==> config.mk <==
export PLATFORM = sky130hd
export DESIGN_NAME = ex_stage_top
export DESIGN_NICKNAME = d
export VERILOG_FILES = /design/src/source/ex_data_pkg.sv /design/src/source/ex_ops_pkg.sv /design/src/source/ex_alu.sv /design/src/source/ex_mult.sv /design/src/source/ex_writeback.sv /design/src/source/ex_stage_top.sv
export SDC_FILE = /design/constraint.sdc
export NUM_CORES = 2
export LEC_CHECK = 0
export ABC_AREA = 1
export BUFFER_PORTS_ARGS = -buffer_cell sky130_fd_sc_hd__buf_2
export CORE_MARGIN = 5
export CORE_UTILIZATION = 55
export DETAILED_ROUTE_END_ITERATION = 8
export PLACE_DENSITY_LB_ADDON = 0.25
export SYNTH_ARGS = -nofsm -noshare
export SYNTH_HDL_FRONTEND = slang
export SYNTH_SLANG_ARGS = --single-unit
==> constraint.sdc <==
create_clock -name clk -period 13.05 [get_ports clk]
set_input_delay 1.305 -clock clk [delete_from_list [all_inputs] [get_ports clk]]
set_output_delay 1.305 -clock clk [all_outputs]
set_load 0.02 [all_outputs]
==> src/source/ex_data_pkg.sv <==
// Execute stage datapath types

package ex_data_pkg;

  ////////////////////////////////////////
  // Datapath widths
  ////////////////////////////////////////

  // Operand, result, CSR and load data word
  typedef logic [31:0] word_t;

  // Register file address, 32 registers
  typedef logic [4:0] reg_addr_t;

endpackage

==> src/source/ex_ops_pkg.sv <==
// Execute stage operator encodings

package ex_ops_pkg;

  ////////////////////////////////////////
  // ALU operators
  ////////////////////////////////////////

  // Explicit codes keep the decode side and the stimulus files stable
  typedef enum logic [3:0] {
    ALU_ADD  = 4'h0,
    ALU_SUB  = 4'h1,
    ALU_AND  = 4'h2,
    ALU_OR   = 4'h3,
    ALU_XOR  = 4'h4,
    // Shift amount is operand b [4:0]
    ALU_SLL  = 4'h5,
    ALU_SRL  = 4'h6,
    ALU_SRA  = 4'h7,
    // Set-less-than, result is the zero-extended flag
    ALU_SLT  = 4'h8,
    ALU_SLTU = 4'h9,
    // Branch comparisons, drive the branch flag
    ALU_EQ   = 4'ha,
    ALU_NE   = 4'hb,
    ALU_LT   = 4'hc,
    ALU_GE   = 4'hd,
    ALU_LTU  = 4'he,
    ALU_GEU  = 4'hf
  } alu_op_e;

  ////////////////////////////////////////
  // Multiplier operators and sequencing
  ////////////////////////////////////////

  typedef enum logic [1:0] {
    MUL    = 2'd0,
    MULH   = 2'd1,
    MULHSU = 2'd2,
    MULHU  = 2'd3
  } mult_op_e;

  // High product sequence, one partial product per step
  typedef enum logic [1:0] {
    MULT_IDLE = 2'd0,
    MULT_PART = 2'd1,
    MULT_DONE = 2'd2
  } mult_state_e;

endpackage

==> src/source/ex_alu.sv <==
// Integer ALU
`timescale 1ns/1ps

module ex_alu (
  input  ex_ops_pkg::alu_op_e operator_i,
  input  ex_data_pkg::word_t  operand_a_i,
  input  ex_data_pkg::word_t  operand_b_i,
  output ex_data_pkg::word_t  result_o,
  output logic                comparison_result_o
);

  import ex_data_pkg::*;
  import ex_ops_pkg::*;

  logic        cmp_signed;
  logic [32:0] sub_a;
  logic [32:0] sub_b;
  logic [32:0] difference;
  logic        is_equal;
  logic        is_less;
  logic        cmp_flag;
  logic [4:0]  shamt;
  logic        shift_fill;
  logic [32:0] shift_ext;
  word_t       sum;
  word_t       shift_left;
  word_t       shift_right;

  ////////////////////////////////////////
  // Shared subtractor
  ////////////////////////////////////////

  // Signed compares extend with the sign bit, unsigned with zero
  always_comb begin
    case (operator_i)
      ALU_SLT, ALU_LT, ALU_GE: cmp_signed = 1'b1;
      default:                 cmp_signed = 1'b0;
    endcase
  end

  assign sub_a = {cmp_signed & operand_a_i[31], operand_a_i};
  assign sub_b = {cmp_signed & operand_b_i[31], operand_b_i};

  // 33 bits hold any difference, so bit 32 is the true sign
  assign difference = sub_a - sub_b;
  assign is_less    = difference[32];
  // Low word is zero only for equal operands
  assign is_equal   = (difference[31:0] == '0);

  assign sum = operand_a_i + operand_b_i;

  ////////////////////////////////////////
  // Shifter
  ////////////////////////////////////////

  assign shamt      = operand_b_i[4:0];
  assign shift_left = operand_a_i << shamt;

  // One right shifter, the fill bit selects arithmetic or logical
  assign shift_fill  = (operator_i == ALU_SRA) & operand_a_i[31];
  assign shift_ext   = $signed({shift_fill, operand_a_i}) >>> shamt;
  assign shift_right = shift_ext[31:0];

  // Branch flag, low for everything but the six comparisons
  always_comb begin
    case (operator_i)
      ALU_EQ:           cmp_flag = is_equal;
      ALU_NE:           cmp_flag = ~is_equal;
      ALU_LT, ALU_LTU:  cmp_flag = is_less;
      ALU_GE, ALU_GEU:  cmp_flag = ~is_less;
      default:          cmp_flag = 1'b0;
    endcase
  end

  // Result select
  always_comb begin
    case (operator_i)
      ALU_ADD:            result_o = sum;
      ALU_SUB:            result_o = difference[31:0];
      ALU_AND:            result_o = operand_a_i & operand_b_i;
      ALU_OR:             result_o = operand_a_i | operand_b_i;
      ALU_XOR:            result_o = operand_a_i ^ operand_b_i;
      ALU_SLL:            result_o = shift_left;
      ALU_SRL, ALU_SRA:   result_o = shift_right;
      ALU_SLT, ALU_SLTU:  result_o = {31'b0, is_less};
      default:            result_o = {31'b0, cmp_flag};
    endcase
  end

  assign comparison_result_o = cmp_flag;

endmodule

==> src/source/ex_mult.sv <==
// Integer multiplier
`timescale 1ns/1ps

module ex_mult (
  input  logic                 clk,
  input  logic                 rst_n,

  input  logic                 enable_i,
  input  ex_ops_pkg::mult_op_e operator_i,
  input  ex_data_pkg::word_t   op_a_i,
  input  ex_data_pkg::word_t   op_b_i,

  // Stage advance strobe
  input  logic                 ex_ready_i,

  output ex_data_pkg::word_t   result_o,
  output logic                 multicycle_o,
  output logic                 ready_o
);

  import ex_data_pkg::*;
  import ex_ops_pkg::*;

  mult_state_e        state_q;
  mult_state_e        state_d;
  logic               high_op;
  logic               start_high;
  logic               sign_a;
  logic               sign_b;
  logic [32:0]        a_ext;
  logic [32:0]        b_ext;
  logic [16:0]        b_slice;
  logic signed [49:0] partial;
  logic [63:0]        partial_ext;
  logic [63:0]        acc_q;
  word_t              low_product;

  ////////////////////////////////////////
  // Low product
  ////////////////////////////////////////

  // Low word does not depend on operand signedness
  assign low_product = op_a_i * op_b_i;

  ////////////////////////////////////////
  // High product datapath
  ////////////////////////////////////////

  assign high_op    = (operator_i != MUL);
  assign start_high = enable_i & high_op;

  // MULH signed x signed, MULHSU signed x unsigned, MULHU unsigned
  assign sign_a = (operator_i == MULH) | (operator_i == MULHSU);
  assign sign_b = (operator_i == MULH);

  assign a_ext = {sign_a & op_a_i[31], op_a_i};
  assign b_ext = {sign_b & op_b_i[31], op_b_i};

  // Lower half of b first, as a positive 17-bit value
  // Upper half in MULT_PART, carries the extension bit
  assign b_slice = (state_q == MULT_PART) ? b_ext[32:16] : {1'b0, op_b_i[15:0]};

  // One 33 x 17 signed multiplier used by both steps
  assign partial     = $signed({{17{a_ext[32]}}, a_ext}) *
                       $signed({{33{b_slice[16]}}, b_slice});
  assign partial_ext = {{14{partial[49]}}, partial};

  // Accumulator only needs the 64 product bits
  always_ff @(posedge clk) begin
    if (state_q == MULT_IDLE) begin
      if (start_high) begin
        acc_q <= partial_ext;
      end
    end else if (state_q == MULT_PART) begin
      acc_q <= acc_q + {partial_ext[47:0], 16'h0000};
    end
  end

  ////////////////////////////////////////
  // Sequencer
  ////////////////////////////////////////

  always_comb begin
    state_d = state_q;
    case (state_q)
      MULT_IDLE: begin
        if (start_high) begin
          state_d = MULT_PART;
        end
      end
      MULT_PART: begin
        state_d = MULT_DONE;
      end
      MULT_DONE: begin
        // Result waits here while writeback stalls
        if (ex_ready_i) begin
          state_d = MULT_IDLE;
        end
      end
      default: begin
        state_d = MULT_IDLE;
      end
    endcase
  end

  always_ff @(posedge clk or negedge rst_n) begin
    if (!rst_n) begin
      state_q <= MULT_IDLE;
    end else begin
      state_q <= state_d;
    end
  end

  // Low only from the issue cycle through MULT_PART
  assign ready_o = (state_q == MULT_DONE) | ((state_q == MULT_IDLE) & ~start_high);

  assign multicycle_o = (state_q != MULT_IDLE);

  // Upper word of the accumulator is valid in MULT_DONE
  assign result_o = high_op ? acc_q[63:32] : low_product;

endmodule

==> src/source/ex_writeback.sv <==
// Execute stage writeback
`timescale 1ns/1ps

module ex_writeback (
  input  logic                   clk,
  input  logic                   rst_n,

  // Unit enables
  input  logic                   alu_en_i,
  input  logic                   mult_en_i,
  input  logic                   csr_access_i,
  input  logic                   lsu_en_i,

  // Unit results
  input  ex_data_pkg::word_t     alu_result_i,
  input  ex_data_pkg::word_t     mult_result_i,
  input  ex_data_pkg::word_t     csr_rdata_i,
  input  ex_data_pkg::word_t     lsu_rdata_i,
  input  logic                   alu_cmp_result_i,
  input  ex_data_pkg::word_t     alu_operand_c_i,

  // Write port requests from decode
  input  logic                   regfile_alu_we_i,
  input  ex_data_pkg::reg_addr_t regfile_alu_waddr_i,
  input  logic                   regfile_we_i,
  input  ex_data_pkg::reg_addr_t regfile_waddr_i,

  // Stall sources
  input  logic                   mult_ready_i,
  input  logic                   lsu_ready_ex_i,
  input  logic                   lsu_err_i,
  input  logic                   branch_in_ex_i,
  input  logic                   wb_ready_i,

  // Forwarding port
  output logic                   regfile_alu_we_fw_o,
  output ex_data_pkg::reg_addr_t regfile_alu_waddr_fw_o,
  output ex_data_pkg::word_t     regfile_alu_wdata_fw_o,

  // LSU port after the EX/WB register
  output logic                   regfile_we_wb_o,
  output ex_data_pkg::reg_addr_t regfile_waddr_wb_o,
  output ex_data_pkg::word_t     regfile_wdata_wb_o,

  output logic                   branch_decision_o,
  output ex_data_pkg::word_t     jump_target_o,

  output logic                   ex_ready_o,
  output logic                   ex_valid_o
);

  import ex_data_pkg::*;

  logic      units_ready;
  logic      ex_valid;
  logic      lsu_we_next;
  logic      regfile_we_lsu;
  reg_addr_t regfile_waddr_lsu;

  ////////////////////////////////////////
  // Forwarding port
  ////////////////////////////////////////

  // CSR read data wins, then multiplier, then ALU
  always_comb begin
    if (csr_access_i) begin
      regfile_alu_wdata_fw_o = csr_rdata_i;
    end else if (mult_en_i) begin
      regfile_alu_wdata_fw_o = mult_result_i;
    end else if (alu_en_i) begin
      regfile_alu_wdata_fw_o = alu_result_i;
    end else begin
      regfile_alu_wdata_fw_o = '0;
    end
  end

  assign regfile_alu_we_fw_o    = regfile_alu_we_i;
  assign regfile_alu_waddr_fw_o = regfile_alu_waddr_i;

  // Branch target comes in on operand c
  assign branch_decision_o = alu_cmp_result_i;
  assign jump_target_o     = alu_operand_c_i;

  ////////////////////////////////////////
  // Stage strobes
  ////////////////////////////////////////

  assign units_ready = mult_ready_i & lsu_ready_ex_i & wb_ready_i;

  // Branches finish in EX and need no writeback slot
  assign ex_ready_o = units_ready | branch_in_ex_i;

  assign ex_valid   = (alu_en_i | mult_en_i | csr_access_i | lsu_en_i) & units_ready;
  assign ex_valid_o = ex_valid;

  ////////////////////////////////////////
  // EX/WB register, LSU port
  ////////////////////////////////////////

  // A faulting load never reaches the register file
  assign lsu_we_next = regfile_we_i & ~lsu_err_i;

  always_ff @(posedge clk or negedge rst_n) begin
    if (!rst_n) begin
      regfile_we_lsu <= 1'b0;
    end else if (ex_valid) begin
      regfile_we_lsu <= lsu_we_next;
    end else if (wb_ready_i) begin
      // Nothing new from EX, drain the slot
      regfile_we_lsu <= 1'b0;
    end
  end

  always_ff @(posedge clk) begin
    if (ex_valid && lsu_we_next) begin
      regfile_waddr_lsu <= regfile_waddr_i;
    end
  end

  assign regfile_we_wb_o    = regfile_we_lsu;
  assign regfile_waddr_wb_o = regfile_waddr_lsu;
  // Load data already arrives aligned with the WB cycle
  assign regfile_wdata_wb_o = lsu_rdata_i;

endmodule

==> src/source/ex_stage_top.sv <==
// Integer execute stage
`timescale 1ns/1ps

module ex_stage_top (
  input  logic                   clk,
  input  logic                   rst_n,

  // ALU operation
  input  logic                   alu_en_i,
  input  ex_ops_pkg::alu_op_e    alu_operator_i,
  input  ex_data_pkg::word_t     alu_operand_a_i,
  input  ex_data_pkg::word_t     alu_operand_b_i,
  input  ex_data_pkg::word_t     alu_operand_c_i,

  // Multiplier operation
  input  logic                   mult_en_i,
  input  ex_ops_pkg::mult_op_e   mult_operator_i,
  input  ex_data_pkg::word_t     mult_operand_a_i,
  input  ex_data_pkg::word_t     mult_operand_b_i,

  // CSR read
  input  logic                   csr_access_i,
  input  ex_data_pkg::word_t     csr_rdata_i,

  // Forwarding port request
  input  logic                   regfile_alu_we_i,
  input  ex_data_pkg::reg_addr_t regfile_alu_waddr_i,

  // LSU port request and load data
  input  logic                   regfile_we_i,
  input  ex_data_pkg::reg_addr_t regfile_waddr_i,
  input  logic                   lsu_en_i,
  input  ex_data_pkg::word_t     lsu_rdata_i,
  input  logic                   lsu_ready_ex_i,
  input  logic                   lsu_err_i,

  input  logic                   branch_in_ex_i,
  input  logic                   wb_ready_i,

  // Forwarding port to register file and decode
  output logic                   regfile_alu_we_fw_o,
  output ex_data_pkg::reg_addr_t regfile_alu_waddr_fw_o,
  output ex_data_pkg::word_t     regfile_alu_wdata_fw_o,

  // LSU port to register file
  output logic                   regfile_we_wb_o,
  output ex_data_pkg::reg_addr_t regfile_waddr_wb_o,
  output ex_data_pkg::word_t     regfile_wdata_wb_o,

  // To fetch
  output logic                   branch_decision_o,
  output ex_data_pkg::word_t     jump_target_o,

  output logic                   mult_multicycle_o,
  output logic                   ex_ready_o,
  output logic                   ex_valid_o
);

  import ex_data_pkg::*;

  word_t alu_result;
  logic  alu_cmp_result;
  word_t mult_result;
  logic  mult_ready;

  ////////////////////////////////////////
  // Execution units
  ////////////////////////////////////////

  ex_alu u_alu (
    .operator_i          (alu_operator_i),
    .operand_a_i         (alu_operand_a_i),
    .operand_b_i         (alu_operand_b_i),
    .result_o            (alu_result),
    .comparison_result_o (alu_cmp_result)
  );

  // Advances out of MULT_DONE with the stage
  ex_mult u_mult (
    .clk          (clk),
    .rst_n        (rst_n),
    .enable_i     (mult_en_i),
    .operator_i   (mult_operator_i),
    .op_a_i       (mult_operand_a_i),
    .op_b_i       (mult_operand_b_i),
    .ex_ready_i   (ex_ready_o),
    .result_o     (mult_result),
    .multicycle_o (mult_multicycle_o),
    .ready_o      (mult_ready)
  );

  ////////////////////////////////////////
  // Write ports and strobes
  ////////////////////////////////////////

  ex_writeback u_writeback (
    .clk                    (clk),
    .rst_n                  (rst_n),
    .alu_en_i               (alu_en_i),
    .mult_en_i              (mult_en_i),
    .csr_access_i           (csr_access_i),
    .lsu_en_i               (lsu_en_i),
    .alu_result_i           (alu_result),
    .mult_result_i          (mult_result),
    .csr_rdata_i            (csr_rdata_i),
    .lsu_rdata_i            (lsu_rdata_i),
    .alu_cmp_result_i       (alu_cmp_result),
    .alu_operand_c_i        (alu_operand_c_i),
    .regfile_alu_we_i       (regfile_alu_we_i),
    .regfile_alu_waddr_i    (regfile_alu_waddr_i),
    .regfile_we_i           (regfile_we_i),
    .regfile_waddr_i        (regfile_waddr_i),
    .mult_ready_i           (mult_ready),
    .lsu_ready_ex_i         (lsu_ready_ex_i),
    .lsu_err_i              (lsu_err_i),
    .branch_in_ex_i         (branch_in_ex_i),
    .wb_ready_i             (wb_ready_i),
    .regfile_alu_we_fw_o    (regfile_alu_we_fw_o),
    .regfile_alu_waddr_fw_o (regfile_alu_waddr_fw_o),
    .regfile_alu_wdata_fw_o (regfile_alu_wdata_fw_o),
    .regfile_we_wb_o        (regfile_we_wb_o),
    .regfile_waddr_wb_o     (regfile_waddr_wb_o),
    .regfile_wdata_wb_o     (regfile_wdata_wb_o),
    .branch_decision_o      (branch_decision_o),
    .jump_target_o          (jump_target_o),
    .ex_ready_o             (ex_ready_o),
    .ex_valid_o             (ex_valid_o)
  );

endmodule

### After elaboration in Yosys (flattened, before gate mapping)

Index checks and enable logic that the tools add are counted.

* output and inout port bits: 112
* bits in registers: 72
* logic and storage cells: 87

* equal/unequal tests: 21
* mux-type cells: 16
* add/sub/neg operators: 3
* reduce and logical (&&, ||, !) cells: 15
* $mul: 2
* bitwise operators: 24
* shift operators: 2

Operators with widths (number)
* 32-bit case mux with 8 select lines: 1
* 64-bit two-way mux: 3
* 32-bit two-way mux: 4
* 64-bit adder: 1
* 33-bit by 17-bit multiplier with 50-bit output: 1
* 33-bit by 5-bit >>> shifter with 32-bit output: 1
* 33-bit subtractor: 1
* 32-bit adder: 1
* 32-bit bitwise AND: 1
* 4-bit == test (second input constant): 8
* 32-bit logical NOT: 1
* 32-bit by 32-bit multiplier with 32-bit output: 1
* 32-bit OR: 1
* 32-bit by 5-bit left shift with 32-bit output: 1
* 32-bit XOR: 1
* 17-bit two-way mux: 1
* 4-bit by 3-bit == test with 1-bit output (second input constant): 4
* 1-bit bitwise AND: 11
* 4-bit by 2-bit == test with 1-bit output (second input constant): 2
* 2-bit nonzero test: 4
* 2-bit OR reduction: 4
* 1-bit OR: 6
* 2-bit case mux with 3 select lines: 1
* 2-bit by 1-bit == test with 1-bit output (second input constant): 2
* other kinds (13): 21

### Longest topological paths before layout

* depth after elaboration: 12
* depth in mapped cells: 45
* mapped depth without buffers: 43

### By module

Synthesis repeated with hierarchy kept, for this count alone.

* cell total of the unflattened synthesis: 7711
* area total of the unflattened synthesis: 53087.2 um^2

By module, submodules not included
* ex_mult: cells an instance 5539, sequential area each 1491.4 um^2, area each 41802.6 um^2, times used 1
* ex_alu: cells an instance 1838, sequential area each 0.0 um^2, area each 9557.9 um^2, times used 1
* ex_writeback: cells an instance 334, sequential area each 175.2 um^2, area each 1726.7 um^2, times used 1

### Least setup slack after synthesis

OpenSTA, ideal clock, no wires.

* path type: input-to-output
* start point: input mult_operand_b_i[2]
* end point: output regfile_alu_wdata_fw_o[29]
* path slack: 3.773 ns
* stages on the path: 31
* arrival time: 7.972 ns
* cells stage by stage: clkbuf_1 -> buf_1 -> nand2_1 -> fa_1 -> inv_1 -> fa_1 -> inv_1 -> fa_1 -> inv_1 -> fa_1 -> inv_1 -> fa_1 -> inv_1 -> fa_1 -> fa_1 -> inv_1 -> fa_1 -> inv_1 -> ha_1 -> a21oi_1 -> o21ai_0 -> a21oi_1 -> nand3_1 -> a21o_1 -> a21oi_1 -> nor2_1 -> nor2_1 -> nand2_1 -> nand3_1 -> inv_1 -> a21oi_1

* cells in the longest elaborated chain, start to end: 4

RTL lines
* start: declaration: RTL line ex_stage_top.sv:19 `input ex_data_pkg::word_t mult_operand_b_i,`
* 32-bit by 32-bit multiplier with 32-bit output: RTL line ex_mult.sv:43 `assign low_product = op_a_i * op_b_i;`
* 32-bit two-way mux: RTL line ex_mult.sv:120 `assign result_o = high_op ? acc_q[63:32] : low_product;`
* 32-bit two-way mux: RTL line ex_writeback.sv:68 `end else if (mult_en_i) begin`
* 32-bit two-way mux: RTL line ex_writeback.sv:66 `if (csr_access_i) begin`
* end: declaration: RTL line ex_stage_top.sv:43 `output ex_data_pkg::word_t regfile_alu_wdata_fw_o,`

No other way between the ends.

### Worst setup path in the final report

* start point: input mult_operand_b_i[8]
* end point: register u_mult.acc_q[63] (data pin)

* cells in the longest elaborated chain, start to end: 5
* elaborated cells between the ends (all ways): 6
* those cells by class: add/sub: 1; mul: 1; mux: 4

RTL lines
* 17-bit two-way mux *: RTL line ex_mult.sv:61 `assign b_slice = (state_q == MULT_PART) ? b_ext[32:16] : {1'b0, op_b_i[15:0]};`
* 33-bit by 17-bit multiplier with 50-bit output *: RTL line ex_mult.sv:64 `assign partial = $signed({{17{a_ext[32]}}, a_ext}) *`
* 64-bit adder: RTL line ex_mult.sv:75 `acc_q <= acc_q + {partial_ext[47:0], 16'h0000};`
* 64-bit two-way mux: RTL line ex_mult.sv:74 `end else if (state_q == MULT_PART) begin`
* 64-bit two-way mux *: RTL line ex_mult.sv:70 `if (state_q == MULT_IDLE) begin`
* end signal: assignment: RTL line ex_mult.sv:72 `acc_q <= partial_ext;`
* end signal: assignment: RTL line ex_mult.sv:75
* end: declaration: RTL line ex_mult.sv:35 `logic [63:0] acc_q;`

Mark *: on every way between the ends. The rest lies on a longest branch, timed or not. The select of a mux whose other input is x is not followed.
A chain may end at the register's enable or synchronous reset.

==> flow_metrics.env <==
export IMPL_crit_type="in -> reg"
export IMPL_critPathCaptureType="flip-flop"
export IMPL_finalSetupViolCount=0
export IMPL_synth_compound_area_share_pct=10.1
export IMPL_synth_top_area_share_pct=36.6
export IMPL_htreeDepth=2
export IMPL_yosys_top_cells_count="nand2_1, inv_1, fa_1, nor2_1, ha_1"
export IMPL_antenna_found_initial=13
export IMPL_gp_congestion=1.07
export IMPL_synthCells=7447
export IMPL_finalSetupTns_ns=0
export IMPL_drv_cap=0
export IMPL_drt_iter0_drc=5515
export IMPL_num_rows=112
export IMPL_drv_slew=0
export IMPL_die_w_um=317
export IMPL_finalCritPeriodShare_pct=83.4
export IMPL_ant_nets=0
export IMPL_vias=49700
export IMPL_cts_made_buffers=5
export IMPL_grt_usage_pct=39.1
export IMPL_synthMostInstantiatedCell="nand2_1"
export IMPL_grt_pass1_wl_um=297000
export IMPL_gr_usage_met3_pct=8.51
export IMPL_status="complete, no violations"
export IMPL_numClockSinks=56
export IMPL_slew_headroom_pct=12.0
export IMPL_tightest_slew_ns=1.32
export IMPL_clk_latency_ns=0.31
export IMPL_avgViaCountPerCell=5.76
export IMPL_grtUsageMet1_pct=51.9
export IMPL_arrival_ns=10.89
export IMPL_use_met2_pct=60.8
export IMPL_async_reset_ff_share_pct=5.36
export IMPL_top_usage_layer="met2"
export IMPL_die_area_sq_mm=0.100
export IMPL_synth_ff_type="edfxtp_1"
export IMPL_synth_nets=9035
export IMPL_layout_drive_gt1_share_pct=5.52
export IMPL_yosysWarningCount=0
export IMPL_synth_xor_xnor_area_share_pct=2.01
export IMPL_ys_types=63
export IMPL_cp_start_kind="input port"
export IMPL_crit_path_frequent_cell="inv_1"
export IMPL_clockBufferDepth=2
export IMPL_synthAdderAreaFrac_pct=46.0
export IMPL_port_buffers=223
export IMPL_routedWlPerCell_um=22.9
export IMPL_synth_edf_count=53
export IMPL_synth_simple_area_share_pct=21.8
export IMPL_crit_family="adder cells"
export IMPL_cp_required_ns=13.06
export IMPL_grt_max_degree=79
export IMPL_skew_ns=0.00546
export IMPL_cts_post_setup_buffers_inserted=0
export IMPL_cts_hold_buf=0
export IMPL_cts_clk_slew_worst_paths_ns=0.08
export IMPL_path_max_fanout=30
export IMPL_regToRegSetupSlack_ns=2.83
export IMPL_dp_hpwl_um=163000
export IMPL_synth_mux_area_share_pct=0.273
export IMPL_dieHeight_um=317
export IMPL_finalCriticalPeriod_ns=10.88
export IMPL_finalHoldViolCount=0
export IMPL_worst_path_buf_inv=8
export IMPL_wirelength_um=198000
export IMPL_timing_fmax_mhz=91.9
export IMPL_critPathMaxStageDelay_ns=1.09
export IMPL_coreArea_sq_mm=0.0935
export IMPL_final_nets=8947
export IMPL_synth_area_leaders="fa_1, nand2_1, inv_1, ha_1, nor2_1"
export IMPL_synth_top_family_by_area="adder cells"
export IMPL_cts_resized=0
export IMPL_yosysTopAreaCell="fa_1"
export IMPL_netlist_area_sq_mm=0.0518
export IMPL_hold_path_class="reg -> reg"
export IMPL_start_util_pct=55.5
export IMPL_ys_seq_area_share_pct=3.21
export IMPL_drc_errors=0
export IMPL_syn_area_per_cell_sq_um=6.96
export IMPL_ys_seq_elements=56
export IMPL_io_pins=364
export IMPL_cts_tree="built"
export IMPL_cts_root_buf="clkbuf_16"
export IMPL_grt_pass1_vias=49600
export IMPL_rsz0062_at_grt="no"
export IMPL_gr_total_overflow=0
export IMPL_syn_to_final_growth_pct=2.95
export IMPL_cpMaxStageDelayCell="inv_1"
export IMPL_first_pass_iters=8
[sequential cells by signal, summed over array words and instances (netlist names)]
register and cells:
u_writeback.regfile_we_wb_o 1, u_mult.acc_q 48, u_writeback.regfile_waddr_wb_o 5, u_mult.state_q 2
[final cells by class]
| class | count | area (sq um) |
|---|---|---|
| Timing Repair Buffer | 288 | 1600 |
| Sequential cell | 56 | 1670 |
| Tap cell | 1254 | 1570 |
| Inverter | 1802 | 6760 |
| Clock inverter | 3 | 42.5 |
| Clock buffer | 5 | 125 |
| Antenna cell | 9 | 22.5 |
| Fill cell | 9298 | 40100 |
| Multi-Input combinational cell | 5206 | 41600 |
[cell usage in the layout, fill, tap and decap left out, types with 12 or more instances in the layout]
cell type | synthesis | routed
a21o_1 | 24 | 24
a21oi_1 | 305 | 305
a221oi_1 | 13 | 13
a31oi_1 | 52 | 52
buf_2 | 41 | 223
buf_4 | 84 | 65
edfxtp_1 | 53 | 53
fa_1 | 947 | 947
ha_1 | 389 | 389
inv_1 | 1786 | 1785
inv_2 | 11 | 12
mux2i_1 | 13 | 12
nand2_1 | 1893 | 1893
nand3_1 | 205 | 205
nand4_1 | 32 | 32
nor2_1 | 559 | 556
nor2_2 | 16 | 18
nor3_1 | 31 | 31
o2111ai_1 | 13 | 13
o211ai_1 | 34 | 34
o21a_1 | 15 | 15
o21ai_0 | 332 | 330
o21ai_1 | 26 | 24
o21ai_2 | 9 | 12
o21bai_1 | 20 | 20
o221ai_1 | 15 | 15
o22ai_1 | 18 | 18
or2_2 | 29 | 29
xnor2_1 | 50 | 50
xor2_1 | 65 | 65
[metrics by stage]
| stage | worst slack [ns] | utilization, % | instances | hold WS, ns | instance area [sq um] |
|---|---|---|---|---|---|
| after floorplan | 3.77 | - | 7447 | 0.535 | 51800 |
| after global placement | 2.00 | 56.9 | 8606 | 0.513 | 53200 |
| after detailed placement | 2.00 | 56.9 | 8606 | 0.526 | 53200 |
| after CTS | 2.28 | 57.1 | 8614 | 0.537 | 53300 |
| after global routing | 1.69 | 57.1 | 8621 | 0.586 | 53400 |
| final | 2.17 | 57.1 | 8623 | 0.536 | 53400 |
[routing by layer]
| layer | vias to the layer above | share of wire, % | wire, um |
|---|---|---|---|
| met5 | - | 0.014 | 27 |
| met4 | 4 | 6.5 | 13000 |
| met3 | 634 | 12 | 23500 |
| met2 | 2918 | 44 | 86700 |
| met1 | 24200 | 38 | 74600 |
| li1 | 21900 | - | - |
[worst min-delay path, stage by stage, from the launching register on]
cell and delay, ns:
dfrtp_1 0.38, inv_1 0.05, o22ai_1 0.07
[cells by family (layout without fill, tap and decap cells)]
family / Yosys count / in the layout
AO/OA/AOI/OAI: 914 / 914
XOR/XNOR: 117 / 117
adder cells (fa/ha/maj): 1336 / 1336
buffers and inverters: 2185 / 2098
flip-flops: 56 / 56
multiplexers: 14 / 14
other: 0 / 9
AND/OR/NAND/NOR: 2825 / 2825
[final timing paths]
check,startpoint,to,depth (start not counted)
setup / recovery,mult_operand_b_i[8],u_mult.acc_q[63]$_DFFE_PP_,36
max in group asynchronous,rst_n,u_mult.state_q[0]$_DFFE_PN0P_,1
hold / removal,u_writeback.regfile_we_wb_o$_DFFE_PN0P_,u_writeback.regfile_we_wb_o$_DFFE_PN0P_,2
setup reg to reg,u_mult.state_q[0]$_DFFE_PN0P_,u_mult.acc_q[63]$_DFFE_PP_,37
min in group asynchronous,rst_n,u_writeback.regfile_we_wb_o$_DFFE_PN0P_,1
hold reg to reg,u_writeback.regfile_we_wb_o$_DFFE_PN0P_,u_writeback.regfile_we_wb_o$_DFFE_PN0P_,2
Power is left out: the tool's default activity adds up to more than one toggle a clock period on the data nets, which glitch-free logic cannot reach.
